File: src/logic/audio_defines.svh
`ifndef AUDIO_DEFINES_SVH
`define AUDIO_DEFINES_SVH

// ==================================================
// Register map
// ==================================================
`define AUDIO_REG_SAW_FREQ         4'h0   // Sawtooth frequency in Hz
`define AUDIO_REG_SAW_DURATION     4'h1   // Sawtooth duration in ms, write starts the voice
`define AUDIO_REG_SQUARE_FREQ      4'h2   // Square frequency in Hz
`define AUDIO_REG_SQUARE_DURATION  4'h3   // Square duration in ms, write starts the voice

// ==================================================
// I2S clocking
// ==================================================
`define AUDIO_SCLK_HALF            4      // MCLK cycles per SCLK half period
`define AUDIO_LRCK_HALF            32     // SCLK periods per channel
`define AUDIO_MS_CYCLES            24576  // MCLK cycles in one millisecond

// ==================================================
// Tone synthesis
// ==================================================
// About 2^32 / 48000 per hertz
`define AUDIO_PHASE_PER_HZ         89478
`define AUDIO_SQUARE_HIGH          16'sh3FFF    // Square wave upper level
`define AUDIO_SQUARE_LOW           (-16'sh4000) // Square wave lower level
`define AUDIO_SAMPLE_BITS          16
`define AUDIO_DEFAULT_SQUARE_HZ    16'd440      // Concert A after reset

`endif

File: src/logic/audio_pkg.sv
`default_nettype none

`include "audio_defines.svh"

package audio_pkg;

    typedef logic [3:0]  reg_offset_t;  // Register offset
    typedef logic [15:0] reg_word_t;    // Register data word
    typedef logic [31:0] phase_t;       // Phase accumulator and step

    // Signed PCM sample
    typedef logic signed [`AUDIO_SAMPLE_BITS-1:0] sample_t;

    // Serializer states
    typedef enum logic [1:0] {
        wait_lrck,    // Idle until the next channel starts
        delay_first,  // One SCLK of I2S delay
        transmit      // Shifting the word out
    } i2s_state_t;

    // Register port request
    typedef struct packed {
        logic        select;  // Device select
        logic        read;    // Read strobe
        logic        write;   // Write strobe
        reg_offset_t offset;  // Register offset
        reg_word_t   wdata;   // Write data
    } reg_req_t;

    // Per voice command
    typedef struct packed {
        logic      playing;  // Voice active level
        reg_word_t freq;     // Frequency in Hz
    } voice_cmd_t;

    // I2S clocks and their strobes
    typedef struct packed {
        logic sclk;         // Bit clock
        logic lrck;         // Word select
        logic sclk_fall;    // SCLK falling edge strobe
        logic lrck_edge;    // Any LRCK edge
        logic sample_tick;  // LRCK rising edge, one per stereo frame
    } i2s_timing_t;

endpackage

`default_nettype wire

File: src/logic/audio_controller.sv
`timescale 1ns/100ps
`default_nettype none

module audio_controller (
    input  logic                  clk_audio,
    input  logic                  reset,
    input  audio_pkg::reg_req_t   req,
    output audio_pkg::reg_word_t  rdata,
    output logic                  audio_mclk,  // DAC master clock
    output logic                  audio_lrck,  // Word select
    output logic                  audio_sclk,  // Bit clock
    output logic                  audio_sdin   // Serial data to the DAC
);

    audio_pkg::voice_cmd_t  saw_cmd;
    audio_pkg::voice_cmd_t  square_cmd;
    audio_pkg::i2s_timing_t timing;
    audio_pkg::sample_t     saw_sample;
    audio_pkg::sample_t     square_sample;

    // ==================================================
    // Control and clocks
    // ==================================================
    tone_control u_control (
        .clk_audio  (clk_audio),
        .reset      (reset),
        .req        (req),
        .rdata      (rdata),
        .saw_cmd    (saw_cmd),
        .square_cmd (square_cmd)
    );

    i2s_clock_gen u_clock_gen (
        .clk_audio (clk_audio),
        .reset     (reset),
        .timing    (timing)
    );

    // ==================================================
    // Voices and output
    // ==================================================
    tone_voice #(.SQUARE(1'b0)) saw_voice (
        .clk_audio (clk_audio),
        .reset     (reset),
        .cmd       (saw_cmd),
        .timing    (timing),
        .sample    (saw_sample)
    );

    tone_voice #(.SQUARE(1'b1)) square_voice (
        .clk_audio (clk_audio),
        .reset     (reset),
        .cmd       (square_cmd),
        .timing    (timing),
        .sample    (square_sample)
    );

    i2s_transmitter u_transmitter (
        .clk_audio     (clk_audio),
        .reset         (reset),
        .timing        (timing),
        .saw_cmd       (saw_cmd),
        .square_cmd    (square_cmd),
        .saw_sample    (saw_sample),
        .square_sample (square_sample),
        .sdin          (audio_sdin)
    );

    assign audio_mclk = clk_audio;    // MCLK straight from the audio clock
    assign audio_lrck = timing.lrck;
    assign audio_sclk = timing.sclk;

endmodule

`default_nettype wire

File: src/logic/i2s_clock_gen.sv
`timescale 1ns/100ps
`default_nettype none

`include "audio_defines.svh"

module i2s_clock_gen (
    input  logic                    clk_audio,
    input  logic                    reset,
    output audio_pkg::i2s_timing_t  timing
);

    localparam int SCLK_CNT_W = $clog2(`AUDIO_SCLK_HALF);
    localparam int LRCK_CNT_W = $clog2(`AUDIO_LRCK_HALF);

    logic [SCLK_CNT_W-1:0] sclk_cnt;   // MCLK cycles in the SCLK half period
    logic [LRCK_CNT_W-1:0] lrck_cnt;   // SCLK periods in the channel
    logic                  sclk_q;
    logic                  lrck_q;
    logic                  sclk_prev;  // Delayed copies for edge detect
    logic                  lrck_prev;

    // ==================================================
    // Dividers
    // ==================================================
    always_ff @(posedge clk_audio) begin
        if (reset) begin
            sclk_cnt  <= '0;
            lrck_cnt  <= '0;
            sclk_q    <= 1'b0;
            lrck_q    <= 1'b0;
            sclk_prev <= 1'b0;
            lrck_prev <= 1'b0;
        end else begin
            sclk_prev <= sclk_q;
            lrck_prev <= lrck_q;
            if (sclk_cnt == SCLK_CNT_W'(`AUDIO_SCLK_HALF - 1)) begin
                sclk_cnt <= '0;
                sclk_q   <= ~sclk_q;                 // SCLK = MCLK / 8
                if (!sclk_q) begin                   // Count on SCLK rising edges
                    if (lrck_cnt == LRCK_CNT_W'(`AUDIO_LRCK_HALF - 1)) begin
                        lrck_cnt <= '0;
                        lrck_q   <= ~lrck_q;         // Next channel
                    end else begin
                        lrck_cnt <= lrck_cnt + 1'b1;
                    end
                end
            end else begin
                sclk_cnt <= sclk_cnt + 1'b1;
            end
        end
    end

    assign timing.sclk        = sclk_q;
    assign timing.lrck        = lrck_q;
    assign timing.sclk_fall   = sclk_prev && !sclk_q;
    assign timing.lrck_edge   = lrck_prev ^ lrck_q;
    assign timing.sample_tick = lrck_q && !lrck_prev;  // Frame start

    // After a falling strobe SCLK stays low for a full half period
    a_sclk_low_half: assert property (
        @(posedge clk_audio) disable iff (reset)
        timing.sclk_fall |-> !timing.sclk [*`AUDIO_SCLK_HALF]
    ) else $error("sclk_fall not followed by a low SCLK half period");

endmodule

`default_nettype wire

File: src/logic/i2s_transmitter.sv
`timescale 1ns/100ps
`default_nettype none

`include "audio_defines.svh"

module i2s_transmitter (
    input  logic                    clk_audio,
    input  logic                    reset,
    input  audio_pkg::i2s_timing_t  timing,
    input  audio_pkg::voice_cmd_t   saw_cmd,
    input  audio_pkg::voice_cmd_t   square_cmd,
    input  audio_pkg::sample_t      saw_sample,
    input  audio_pkg::sample_t      square_sample,
    output logic                    sdin
);

    localparam int CNT_W = $clog2(`AUDIO_SAMPLE_BITS) + 1;  // Holds 0 to 16

    logic signed [`AUDIO_SAMPLE_BITS:0] sum;       // One guard bit for the average
    audio_pkg::sample_t                 mix;       // Sample to send
    audio_pkg::i2s_state_t              state;
    logic [`AUDIO_SAMPLE_BITS-1:0]      shift_reg; // MSB goes out first
    logic [CNT_W-1:0]                   bit_cnt;   // Bits already sent

    // ==================================================
    // Mixer
    // ==================================================
    assign sum = saw_sample + square_sample;

    always_comb begin
        if (saw_cmd.playing && square_cmd.playing)
            mix = audio_pkg::sample_t'(sum >>> 1);  // Average of both voices
        else if (saw_cmd.playing)
            mix = saw_sample;
        else if (square_cmd.playing)
            mix = square_sample;
        else
            mix = '0;                               // Silence
    end

    // ==================================================
    // Serializer
    // ==================================================
    always_ff @(posedge clk_audio) begin
        if (reset) begin
            state   <= audio_pkg::wait_lrck;
            bit_cnt <= '0;
            sdin    <= 1'b0;
        end else begin
            case (state)
                audio_pkg::wait_lrck: begin
                    if (timing.lrck_edge) begin
                        shift_reg <= mix;             // Same word on both channels
                        bit_cnt   <= '0;
                        state     <= audio_pkg::delay_first;
                    end
                end
                audio_pkg::delay_first: begin
                    if (timing.sclk_fall)
                        state <= audio_pkg::transmit; // Skip one SCLK for I2S delay
                end
                audio_pkg::transmit: begin
                    if (timing.sclk_fall) begin
                        if (bit_cnt < CNT_W'(`AUDIO_SAMPLE_BITS)) begin
                            sdin      <= shift_reg[`AUDIO_SAMPLE_BITS-1];
                            shift_reg <= shift_reg << 1;
                            bit_cnt   <= bit_cnt + 1'b1;
                        end else begin
                            sdin  <= 1'b0;            // Pad rest of the channel
                            state <= audio_pkg::wait_lrck;
                        end
                    end
                end
                default: state <= audio_pkg::wait_lrck;
            endcase
        end
    end

    a_bit_cnt_range: assert property (
        @(posedge clk_audio) disable iff (reset)
        bit_cnt <= CNT_W'(`AUDIO_SAMPLE_BITS)
    ) else $error("bit counter past word length");

    // Each word finishes before the clock generator starts the next channel
    a_word_done_in_time: assert property (
        @(posedge clk_audio) disable iff (reset)
        timing.lrck_edge |-> (state == audio_pkg::wait_lrck)
    ) else $error("LRCK edge while a word is still being sent");

endmodule

`default_nettype wire

File: src/logic/tone_control.sv
`timescale 1ns/100ps
`default_nettype none

`include "audio_defines.svh"

module tone_control (
    input  logic                   clk_audio,
    input  logic                   reset,
    input  audio_pkg::reg_req_t    req,
    output audio_pkg::reg_word_t   rdata,
    output audio_pkg::voice_cmd_t  saw_cmd,
    output audio_pkg::voice_cmd_t  square_cmd
);

    localparam int PRESCALE_W = $clog2(`AUDIO_MS_CYCLES);  // 15 bits for 24575
    localparam logic [PRESCALE_W-1:0] PRESCALE_MAX = PRESCALE_W'(`AUDIO_MS_CYCLES - 1);

    audio_pkg::reg_word_t freq_reg [2];  // Index 0 sawtooth, index 1 square
    audio_pkg::reg_word_t dur_reg  [2];  // Last written durations
    logic                 wr_en;         // Write qualified by select

    assign wr_en = req.select && req.write;

    // ==================================================
    // Register file
    // ==================================================
    always_ff @(posedge clk_audio) begin
        if (reset) begin
            freq_reg[0] <= '0;                        // Sawtooth silent at 0 Hz
            freq_reg[1] <= `AUDIO_DEFAULT_SQUARE_HZ;
            dur_reg[0]  <= '0;
            dur_reg[1]  <= '0;
        end else if (wr_en) begin
            case (req.offset)
                `AUDIO_REG_SAW_FREQ:        freq_reg[0] <= req.wdata;
                `AUDIO_REG_SAW_DURATION:    dur_reg[0]  <= req.wdata;
                `AUDIO_REG_SQUARE_FREQ:     freq_reg[1] <= req.wdata;
                `AUDIO_REG_SQUARE_DURATION: dur_reg[1]  <= req.wdata;
                default: ;                                // Unmapped writes ignored
            endcase
        end
    end

    // Combinational readback, all ones when idle or unmapped
    always_comb begin
        rdata = '1;
        if (req.select && req.read) begin
            case (req.offset)
                `AUDIO_REG_SAW_FREQ:        rdata = freq_reg[0];
                `AUDIO_REG_SAW_DURATION:    rdata = dur_reg[0];
                `AUDIO_REG_SQUARE_FREQ:     rdata = freq_reg[1];
                `AUDIO_REG_SQUARE_DURATION: rdata = dur_reg[1];
                default:                    rdata = '1;
            endcase
        end
    end

    // ==================================================
    // Millisecond timers, one per voice
    // ==================================================
    for (genvar v = 0; v < 2; v++) begin : g_timer
        localparam audio_pkg::reg_offset_t DUR_OFFSET =
            (v == 0) ? `AUDIO_REG_SAW_DURATION : `AUDIO_REG_SQUARE_DURATION;

        logic [PRESCALE_W-1:0] prescaler;  // MCLK cycles within the current ms
        logic                  ms_tick;    // Last cycle of a millisecond
        audio_pkg::reg_word_t  countdown;  // Milliseconds left
        logic                  start;      // Nonzero duration write
        logic                  playing;

        assign start   = wr_en && (req.offset == DUR_OFFSET) && (req.wdata != '0);
        assign ms_tick = (prescaler == PRESCALE_MAX);

        always_ff @(posedge clk_audio) begin
            if (reset) begin
                prescaler <= '0;
                countdown <= '0;
                playing   <= 1'b0;
            end else begin
                if (ms_tick)
                    prescaler <= '0;
                else
                    prescaler <= prescaler + 1'b1;

                if (start) begin
                    countdown <= req.wdata;  // Also restarts a running voice
                    playing   <= 1'b1;
                    prescaler <= '0;         // Align ms boundary to the write
                end else if (ms_tick && countdown != '0) begin
                    countdown <= countdown - 1'b1;
                    if (countdown == 16'd1)
                        playing <= 1'b0;     // Last millisecond done
                end
            end
        end

        // A playing voice always has time left on its timer
        a_playing_has_time: assert property (
            @(posedge clk_audio) disable iff (reset)
            playing |-> (countdown != '0)
        ) else $error("voice %0d playing with zero countdown", v);
    end

    assign saw_cmd.playing    = g_timer[0].playing;
    assign saw_cmd.freq       = freq_reg[0];
    assign square_cmd.playing = g_timer[1].playing;
    assign square_cmd.freq    = freq_reg[1];

endmodule

`default_nettype wire

File: src/logic/tone_voice.sv
`timescale 1ns/100ps
`default_nettype none

`include "audio_defines.svh"

module tone_voice #(
    parameter bit SQUARE = 1'b0  // 0 sawtooth, 1 square
) (
    input  logic                    clk_audio,
    input  logic                    reset,
    input  audio_pkg::voice_cmd_t   cmd,
    input  audio_pkg::i2s_timing_t  timing,
    output audio_pkg::sample_t      sample
);

    audio_pkg::phase_t  phase_inc;  // Step per frame
    audio_pkg::phase_t  phase_acc;  // Current phase
    audio_pkg::sample_t shaped;     // Waveform at the current phase

    // Registered multiply keeps it off the accumulator path
    always_ff @(posedge clk_audio) begin
        phase_inc <= audio_pkg::phase_t'(cmd.freq) *
                     audio_pkg::phase_t'(`AUDIO_PHASE_PER_HZ);
    end

    // ==================================================
    // Waveform shaping
    // ==================================================
    always_comb begin
        if (SQUARE)
            shaped = phase_acc[31] ? `AUDIO_SQUARE_HIGH : `AUDIO_SQUARE_LOW;  // 50% duty
        else
            shaped = audio_pkg::sample_t'(phase_acc[31:16] - 16'h8000);     // Offset ramp
    end

    // Accumulator runs only while the voice plays
    always_ff @(posedge clk_audio) begin
        if (reset || !cmd.playing) begin
            phase_acc <= '0;
            sample    <= '0;
        end else if (timing.sample_tick) begin
            sample    <= shaped;                   // Sample before the step
            phase_acc <= phase_acc + phase_inc;
        end
    end

    // A stopped voice goes silent
    a_silent_when_idle: assert property (
        @(posedge clk_audio) disable iff (reset)
        (!cmd.playing && $past(!cmd.playing)) |-> (sample == '0)
    ) else $error("voice sample nonzero while stopped");

endmodule

`default_nettype wire

File: config.mk
export PLATFORM = sky130hd
export DESIGN_NAME = audio_controller
export DESIGN_NICKNAME = d
export VERILOG_FILES = /design/src/logic/audio_pkg.sv /design/src/logic/audio_controller.sv /design/src/logic/i2s_clock_gen.sv /design/src/logic/i2s_transmitter.sv /design/src/logic/tone_control.sv /design/src/logic/tone_voice.sv
export VERILOG_INCLUDE_DIRS = /design/src /design/src/logic
export SDC_FILE = /design/constraint.sdc
export NUM_CORES = 1
export LEC_CHECK = 0
export ABC_CLOCK_PERIOD_IN_PS = 7250
export CORE_AREA = 2 2 270 272
export CTS_BUF_LIST = sky130_fd_sc_hd__clkbuf_4 sky130_fd_sc_hd__clkbuf_8
export DETAILED_ROUTE_END_ITERATION = 8
export DIE_AREA = 0 0 272 274
export DONT_BUFFER_PORTS = 1
export GPL_ROUTABILITY_DRIVEN = 1
export SYNTH_ARGS = -nofsm -noshare
export SYNTH_HDL_FRONTEND = slang
export SYNTH_HIERARCHICAL = 1
export SYNTH_SLANG_ARGS = --single-unit
File: constraint.sdc
create_clock -name clk_audio -period 7.25 [get_ports clk_audio]
set_input_delay 0.3625 -clock clk_audio [delete_from_list [all_inputs] [get_ports clk_audio]]
set_output_delay 0.3625 -clock clk_audio [all_outputs]
set_load 0.005 [all_outputs]
-- After elaboration in Yosys (flattened, before gate mapping)
Memories as Yosys holds them, arrays and structs flattened.
Cells that the tools add are included.
- $add $sub $neg: 11
- multipliers: 2
- $lt $le $gt $ge: 1
- equality and inequality tests: 16
- multiplexer cells: 53
- bitwise logic cells: 8
- reductions and logical operators: 38
- operator list (cell ; number):
    2-to-1 mux 16 bit ; 16
    adder 32 bit ; 2
    case mux 16 bit (4 select lines) ; 1
    multiplier 16 x 16 -> 31 bit (second input constant) ; 2
    nonzero test 16 bit ; 3
    equality test 16 x 1 -> 1 bit (second input constant) ; 2
    case mux 16 bit (2 select lines) ; 1
    subtractor 16 x 1 -> 16 bit (second input constant) ; 2
    adder 15 x 1 -> 15 bit (second input constant) ; 2
    equality test 15 bit (second input constant) ; 2
    2-to-1 mux 1 bit ; 25
    2-to-1 mux 5 bit ; 4
    adder 16 x 16 -> 17 bit ; 1
    subtractor 16 bit (second input constant) ; 1
    logical AND 1 bit ; 11
    adder 5 x 1 -> 5 bit (second input constant) ; 2
    case mux 5 bit (2 select lines) ; 1
    nonzero test 2 bit ; 5
    equality test 4 x 2 -> 1 bit (second input constant) ; 2
    2-to-1 mux 2 bit ; 4
    != test 2 bit (second input constant) ; 4
    AND reduction 2 bit ; 4
    AND reduction 4 bit ; 2
    case mux 2 bit (3 select lines) ; 1
    18 further kinds ; 29
- register bits after elaboration: 257
- bits in writable memories: 64
- input port bits: 25
- logic and storage cells: 153
- memories kept: 2
- memories (name ; words ; width ; rd ports ; clocked after Yosys merged registers in ; write ports ; line ; source):
    u_control.dur_reg ; 2 ; 16 ; 2 ; 0 ; 2 ; tone_control.sv:19 ; audio_pkg::reg_word_t dur_reg [2];
    u_control.freq_reg ; 2 ; 16 ; 2 ; 0 ; 2 ; tone_control.sv:18 ; audio_pkg::reg_word_t freq_reg [2];

-- Longest topological paths before layout
Gate-level depths: netlist of the first run.
- depth after elaboration: 6
- gate-level depth with buffers: 22
- mapped depth without buffers: 22

-- Cells and area by module
The synthesis of the first run kept the hierarchy.
- by module, submodules not included (module ; instances ; cells an instance ; area each (µm²) ; sequential area each (µm²)):
    tone_voice at saw_voice ; 1 ; 919 ; 8700.8 ; 1561.5
    tone_voice at square_voice ; 1 ; 906 ; 8324.2 ; 1281.2
    tone_control ; 1 ; 567 ; 6064.6 ; 3203.1
    i2s_transmitter ; 1 ; 229 ; 1994.4 ; 640.6
    i2s_clock_gen ; 1 ; 49 ; 484.2 ; 220.2
    audio_controller ; 1 ; 1 ; 7.5 ; 0.0

==> results of run 1 <==
[final timing paths]
path | start | endpoint | slack (ns) | cells past startpoint
max | u_control/freq_reg[0][23] | square_voice/phase_inc[30] | 1.46 | 18
min | reset | saw_voice/phase_acc[17] | 0.09 | 3
max reg2reg | u_control/freq_reg[0][23] | square_voice/phase_inc[30] | 1.46 | 18
min reg2reg | u_control/g_timer[0].prescaler[0] | u_control/g_timer[0].prescaler[0] | 0.45 | 1
[layout make-up]
| type | count | area share |
|---|---|---|
| flip-flops and latches | 305 | 0.247 |
| well taps | 959 | 0.0430 |
| multi-input cells | 1937 | 0.609 |
| inverters | 339 | 0.0456 |
| diodes | 1 | 0.0000897 |
| clock inverters | 23 | 0.00659 |
| repair buffers | 36 | 0.0120 |
| clock buffers | 79 | 0.0358 |
[kinds of logic (layout without fill, tap and decap cells)]
family,Yosys count,after routing,synth area share
muxes,81,81,0.0318
other,0,1,0
xor gates and xnor gates,162,162,0.0555
adders and majority gates,526,526,0.305
DFF,305,305,0.270
and+or+nand+nor,637,637,0.131
AOI/OAI and AO/OA,531,531,0.141
buffers and inverters,429,477,0.0663
[worst max-delay path: cells and delay by family (launching register included)]
| kind | cells | cell delay, ns |
|---|---|---|
| muxes | 1 | 0.21 |
| DFF | 1 | 0.58 |
| adders and majority gates | 7 | 3.18 |
| and+or+nand+nor | 3 | 0.34 |
| buffers and inverters | 4 | 0.20 |
| AOI/OAI and AO/OA | 3 | 1.12 |
[placed cells by master (no fill, tap or decap), types with 18 or more instances in the layout]
cell | netlist | final
clkbuf_8 | 0 | 65
nand2b_1 | 28 | 28
edfxtp_1 | 80 | 80
fa_1 | 162 | 162
and2_1 | 40 | 40
a21o_1 | 76 | 76
nand4_1 | 31 | 31
dlygate4sd3_1 | 0 | 18
ha_1 | 364 | 363
a211oi_1 | 26 | 26
nor2_1 | 215 | 215
and3_1 | 20 | 20
o21bai_1 | 20 | 20
inv_1 | 338 | 338
nand3_1 | 50 | 50
dfxtp_1 | 225 | 225
xnor2_1 | 90 | 90
nor2b_1 | 27 | 27
a31oi_1 | 18 | 18
o21ai_0 | 84 | 84
mux2i_1 | 78 | 78
nand2_1 | 84 | 84
xor2_1 | 72 | 72
a21oi_1 | 144 | 144
nor3_1 | 41 | 41
[per-stage QoR]
step | std cells | cell area (um^2) | power (mW)
after floorplan | 2671 | 25600 | 7.54
after global placement | 3557 | 26500 | 8.92
after detailed placement | 3557 | 26500 | 8.92
after CTS | 3678 | 27900 | 10.8
after global routing | 3679 | 27900 | 11.8
final | 3679 | 27900 | 10.7
[layer usage]
metal	up-vias	share of wire	GRT usage
li1	9341	-	-
met1	8882	0.48	0.219
met2	409	0.43	0.252
met3	91	0.055	0.0305
met4	0	0.027	0.0500
met5	-	0	0
[power groups by stage]
stage / clock network, mW / registers, mW / logic [mW]
5_1_grt: 1.87 / 2.18 / 7.71
3_3_place_gp: 0 / 2.20 / 6.72
4_1_cts: 1.80 / 2.17 / 6.82
2_1_floorplan: 0.00894 / 2.15 / 5.38
3_5_place_dp: 0 / 2.20 / 6.72
6_report: 1.73 / 2.17 / 6.78
[synth_stat cells, types with 58 or more instances]
master / number / area [um^2]
edfxtp_1: 80 / 2400
nand2_1: 84 / 315
ha_1: 364 / 4550
xnor2_1: 90 / 788
o21ai_0: 84 / 420
a21oi_1: 144 / 721
inv_1: 338 / 1270
nor2_1: 215 / 807
mux2i_1: 78 / 781
clkbuf_1: 58 / 218
fa_1: 162 / 3240
dfxtp_1: 225 / 4500
a21o_1: 76 / 571
xor2_1: 72 / 631
[what timing repair did]
action                                  CTS  global route
hold buffers                             19             0
endpoints found under the hold margin   117             0
gates resized for setup                   0             0
endpoints found under the setup margin    0             0
setup buffers                             0             0
==> results.toml, run 1 <==
[status]
status = "complete, no violations"

[floorplan]
fp.dieH_um = 274
die-area_um2 = 74500
rows = 99
die_x_um = 272
num_io_pins = 45
coreArea_um2 = 72000
initial_core_util = 0.355

[detailed_routing]
drc = 0
wirelength_mm = 59.5
initialDrtViolationCount = 866
via_count = 18700
wl_per_cell_um = 16.2
ant_nets = 0
viasPerCell = 5.09
drt_first_pass_iters = 5

[pwr]
comb_power_share = 0.635
p_int_mw = 6.00
power_density_nw_per_um2 = 383
irDropWorstVdd_uv = 310
power_frac_clock = 0.162
swShare = 0.439
p_leak_nw = 12.6
p_seq_frac = 0.203
p_sw_mw = 4.69

[placement]
portBuffers = 0
dp_slack_ns = 1.48
dp_hpwl_mm = 44.1
place.gp.congestion = 0.879

[logic_synthesis]
synth.cell_area_um2 = 25600
ys.flop_type = "dfxtp_1"
synth_fp_nets = 3222
synth-async-reset-ratio = 0
synth-edff-count = 80
yosysSeqAreaShare = 0.270
yosys_warnings = 6
syn_inst = 2671
avgSynthCellArea_um2 = 9.58
synth-seq-cells = 305
synthDistinctLibCells = 94

[finish]
drive_above_1_share = 0.0651
final-seq-area_um2 = 6910
final_nets = 3226
final_util = 0.388
multi_input_area_um2 = 17000
syn_to_final_growth_pct = 9.11
fillCellCount = 7182

[sta]
whs_ns = 0.0858
tns_ns = 0
hold_violations = 0
timing.slew.headroom = 0.340
slew_violations = 0
period_share = 0.799
final-setup-viol-count = 0
tightest_slew_ns = 0.981
skew_ns = 0.0621
setup_slack_ns = 1.46
rsz0062_at_grt = "false"
max_freq_ghz = 0.173
min_period_ns = 5.79

[clock_tree]
clk_pin_slew_ns = 0.06
clock-sinks = 305
clk_latency_ns = 0.67
cts_tree = "done"
h-tree-depth = 2
cts_root_buf = "clkbuf_8"
cts.path.max_buffers = 3
cts_buffers = 56

[run]
cap_violations = 0

[global_route]
grt_max_degree = 49
grt_pass1_wl_mm = 97.0
gr-total-overflow = 0
grt_usage = 0.159
first_global_vias = 18600
antenna_found_initial = 2

[worst_setup_path]
cp_max_fo = 8
path_cells = "ha_1 > inv_1 > fa_1 > fa_1 > inv_1 > fa_1 > fa_1 > inv_1 > fa_1 > inv_1 > ha_1 > and3_1 > nand3_1 > o21ai_0 > o221ai_1 > a21oi_1 > mux2i_1 > nand2_1"
required_ns = 7.75
cp.arrival_ns = 6.30
cp_slowest_cell = "edfxtp_1"
cpMostUsedCell = "fa_1"
crit_type = "reg -> reg"
cp-end-kind = "flip-flop"
critPathMaxStageDelay_ns = 0.58
crit_path_start_kind = "flip-flop"

[hold_path]
hp-class = "in -> reg"
(Power assumes the default switching activity.)
==> inputs of run 2 (changes only) <==
Settings changed: ABC_AREA from default to 1, ABC_CLOCK_PERIOD_IN_PS 7250 to 5400, CORE_AREA 2 2 270 272 to 2 2 286 288, DIE_AREA 0 0 272 274 to 0 0 288 290.
Clock period 7.25 ns to 5.4 ns, I/O delays scaled along.
==> results.toml, run 2 <==
[sta]
hold_violations = 0
slew_violations = 0
period_share = 0.952
setup_slack_ns = 0.260
tightest_slew_ns = 1.11
max_freq_ghz = 0.195
tns_ns = 0
min_period_ns = 5.14
skew_ns = 0.0762
timing.slew.headroom = 0.257
final-setup-viol-count = 0
rsz0062_at_grt = "false"

[global_route]
grt_usage = 0.175
grt_max_degree = 65
gr-total-overflow = 0
first_global_vias = 23100
antenna_found_initial = 1
grt_pass1_wl_mm = 119

[detailed_routing]
ant_nets = 0
viasPerCell = 4.66
via_count = 23800
drc = 0
wirelength_mm = 73.1
wl_per_cell_um = 14.3
initialDrtViolationCount = 1434
drt_first_pass_iters = 5

[pwr]
p_int_mw = 8.21
comb_power_share = 0.662
swShare = 0.498
irDropWorstVdd_uv = 461
p_leak_nw = 16.6
p_seq_frac = 0.180
power_density_nw_per_um2 = 520
power_frac_clock = 0.158
p_sw_mw = 8.14

[floorplan]
initial_core_util = 0.359
num_io_pins = 45
die_x_um = 288
coreArea_um2 = 80200
fp.dieH_um = 290
die-area_um2 = 83500
rows = 104

[worst_setup_path]
cp.arrival_ns = 5.72
cp_max_fo = 8
cp-end-kind = "flip-flop"
crit_path_start_kind = "flip-flop"
required_ns = 5.98
crit_type = "reg -> reg"

[clock_tree]
h-tree-depth = 2
cts_root_buf = "clkbuf_8"
cts_resized = 0
cts.path.max_buffers = 3
clk_pin_slew_ns = 0.06
cts_tree = "done"
clock-sinks = 305
cts_buffers = 57
clk_latency_ns = 0.73

[finish]
syn_to_final_growth_pct = 9.34
final_nets = 4545
final_common_cell = "nand2_1"
fillCellCount = 8544
drive_above_1_share = 0.0648
layout_common_cells = "nand2_1 (961), inv_1 (782), nor2_1 (411)"

[logic_synthesis]
synthSimpleGateAreaFrac = 0.262
synth-seq-cells = 305
yosys.area.top_type_share = 0.158
yosys_warnings = 6
synth_mux_area_frac = 0
synth.area.top_cells = "ha_1 (16%), dfxtp_1 (16%), nand2_1 (13%)"
yosysSeqAreaShare = 0.240
synth-edff-count = 80
yosysMostFrequentCell = "nand2_1"
synth.cell_area_um2 = 28800
syn_inst = 3955
avgSynthCellArea_um2 = 7.27
synth_common_cells = "nand2_1 (961), inv_1 (782), nor2_1 (411), ha_1 (364), dfxtp_1 (225)"
synthDistinctLibCells = 55
synth_top_family_by_area = "adder cells"
yosys.area.top_type = "ha_1"
synth_xor_area_frac = 0.0353
ys.flop_type = "dfxtp_1"
synth_compound_area_frac = 0.0729
synthAdderAreaFrac = 0.271
synth_fp_nets = 4506
synth-async-reset-ratio = 0

[run]
cap_violations = 0

[placement]
dp_hpwl_mm = 58.5
portBuffers = 0
dp_slack_ns = 0.362
place.gp.congestion = 0.891

[hold_path]
hp-class = "in -> reg"

[status]
status = "complete, no violations"
-- run 2: changes by cell type after synthesis, moves of 33 or more --
cell,delta
a21o_1,-68
a21oi_1,+63
and2_1,-35
clkbuf_1,-33
inv_1,+444
mux2i_1,-78
nand2_1,+877
nand3_1,+172
nor2_1,+196
xnor2_1,-57
-- run 2: kinds of logic (layout without fill, tap and decap cells) --
logic type	after synthesis	after routing
AOI/OAI and AO/OA	377	377
and+or+nand+nor	1763	1763
buffers and inverters	868	955
DFF	305	305
xor gates and xnor gates	116	116
adders and majority gates	526	526
other	0	1
-- run 2: what timing repair did --
item | in CTS | in global routing
setup buffers | 0 | 0
hold buffers | 22 | 0
endpoints found under the hold margin | 129 | 0
-- run 2: worst paths after layout --
path / depth (start not counted) / slack, ns / endpoint / startpoint
worst min-delay path: 2 / 0.1 / u_control/dur_reg[0][21] / req[16]
worst min register to register: 1 / 0.44 / u_clock_gen/sclk_cnt[0] / u_clock_gen/sclk_cnt[0]
worst max-delay path: 16 / 0.26 / saw_voice/phase_inc[27] / u_control/freq_reg[0][1]
worst max register to register: 16 / 0.26 / saw_voice/phase_inc[27] / u_control/freq_reg[0][1]
-- run 2: final cells by class --
cell class	instances	area [um^2]	share of cell area
multi-input combinational	2782	18500	0.587
sequential	305	6910	0.220
inverter	797	2990	0.0952
tap	1060	1330	0.0422
clock buffer	82	1040	0.0331
timing repair buffer	51	448	0.0142
clock inverter	25	285	0.00907
antenna	1	2.50	0.0000796
-- run 2: power groups by stage --
stage	clock network, mW	logic (mW)	registers, mW
2_1_floorplan	0.0120	8.01	2.89
3_3_place_gp	0	10.7	2.99
6_report	2.58	10.8	2.95
3_5_place_dp	0	10.7	2.99
4_1_cts	2.67	10.8	2.95
5_1_grt	2.76	12.4	2.96
-- run 2: through the flow --
stage                     utilization  power, mW  cells  area, um^2  hold WS (ns)
after floorplan                     -       10.9   3955       28800         0.339
after global placement          0.373       13.7   4973       29900         0.270
after detailed placement        0.373       13.7   4973       29900         0.270
after CTS                       0.392       16.4   5102       31500        0.0437
after global routing            0.392       18.1   5103       31500         0.117
final                           0.392       16.4   5103       31500        0.0980
-- run 2: metal layers --
layer  wire [um]  track usage  share of wire
met3        2650       0.0220          0.036
met5           0            0              0
met2       32600        0.282           0.45
met4        1680       0.0465          0.023
met1       36200        0.245           0.49
-- run 2: worst max-delay path: stages, from the launching register on --
cell and delay (ns):
edfxtp_1 0.56, ha_1 0.38, inv_1 0.06, fa_1 0.50
inv_1 0.05, fa_1 0.54, fa_1 0.53, fa_1 0.53
fa_1 0.50, ha_1 0.37, nand2_1 0.14, o21ai_0 0.33
a21oi_1 0.07, nand2_1 0.13, nand2_1 0.06, nand2_1 0.07
xor2_1 0.18
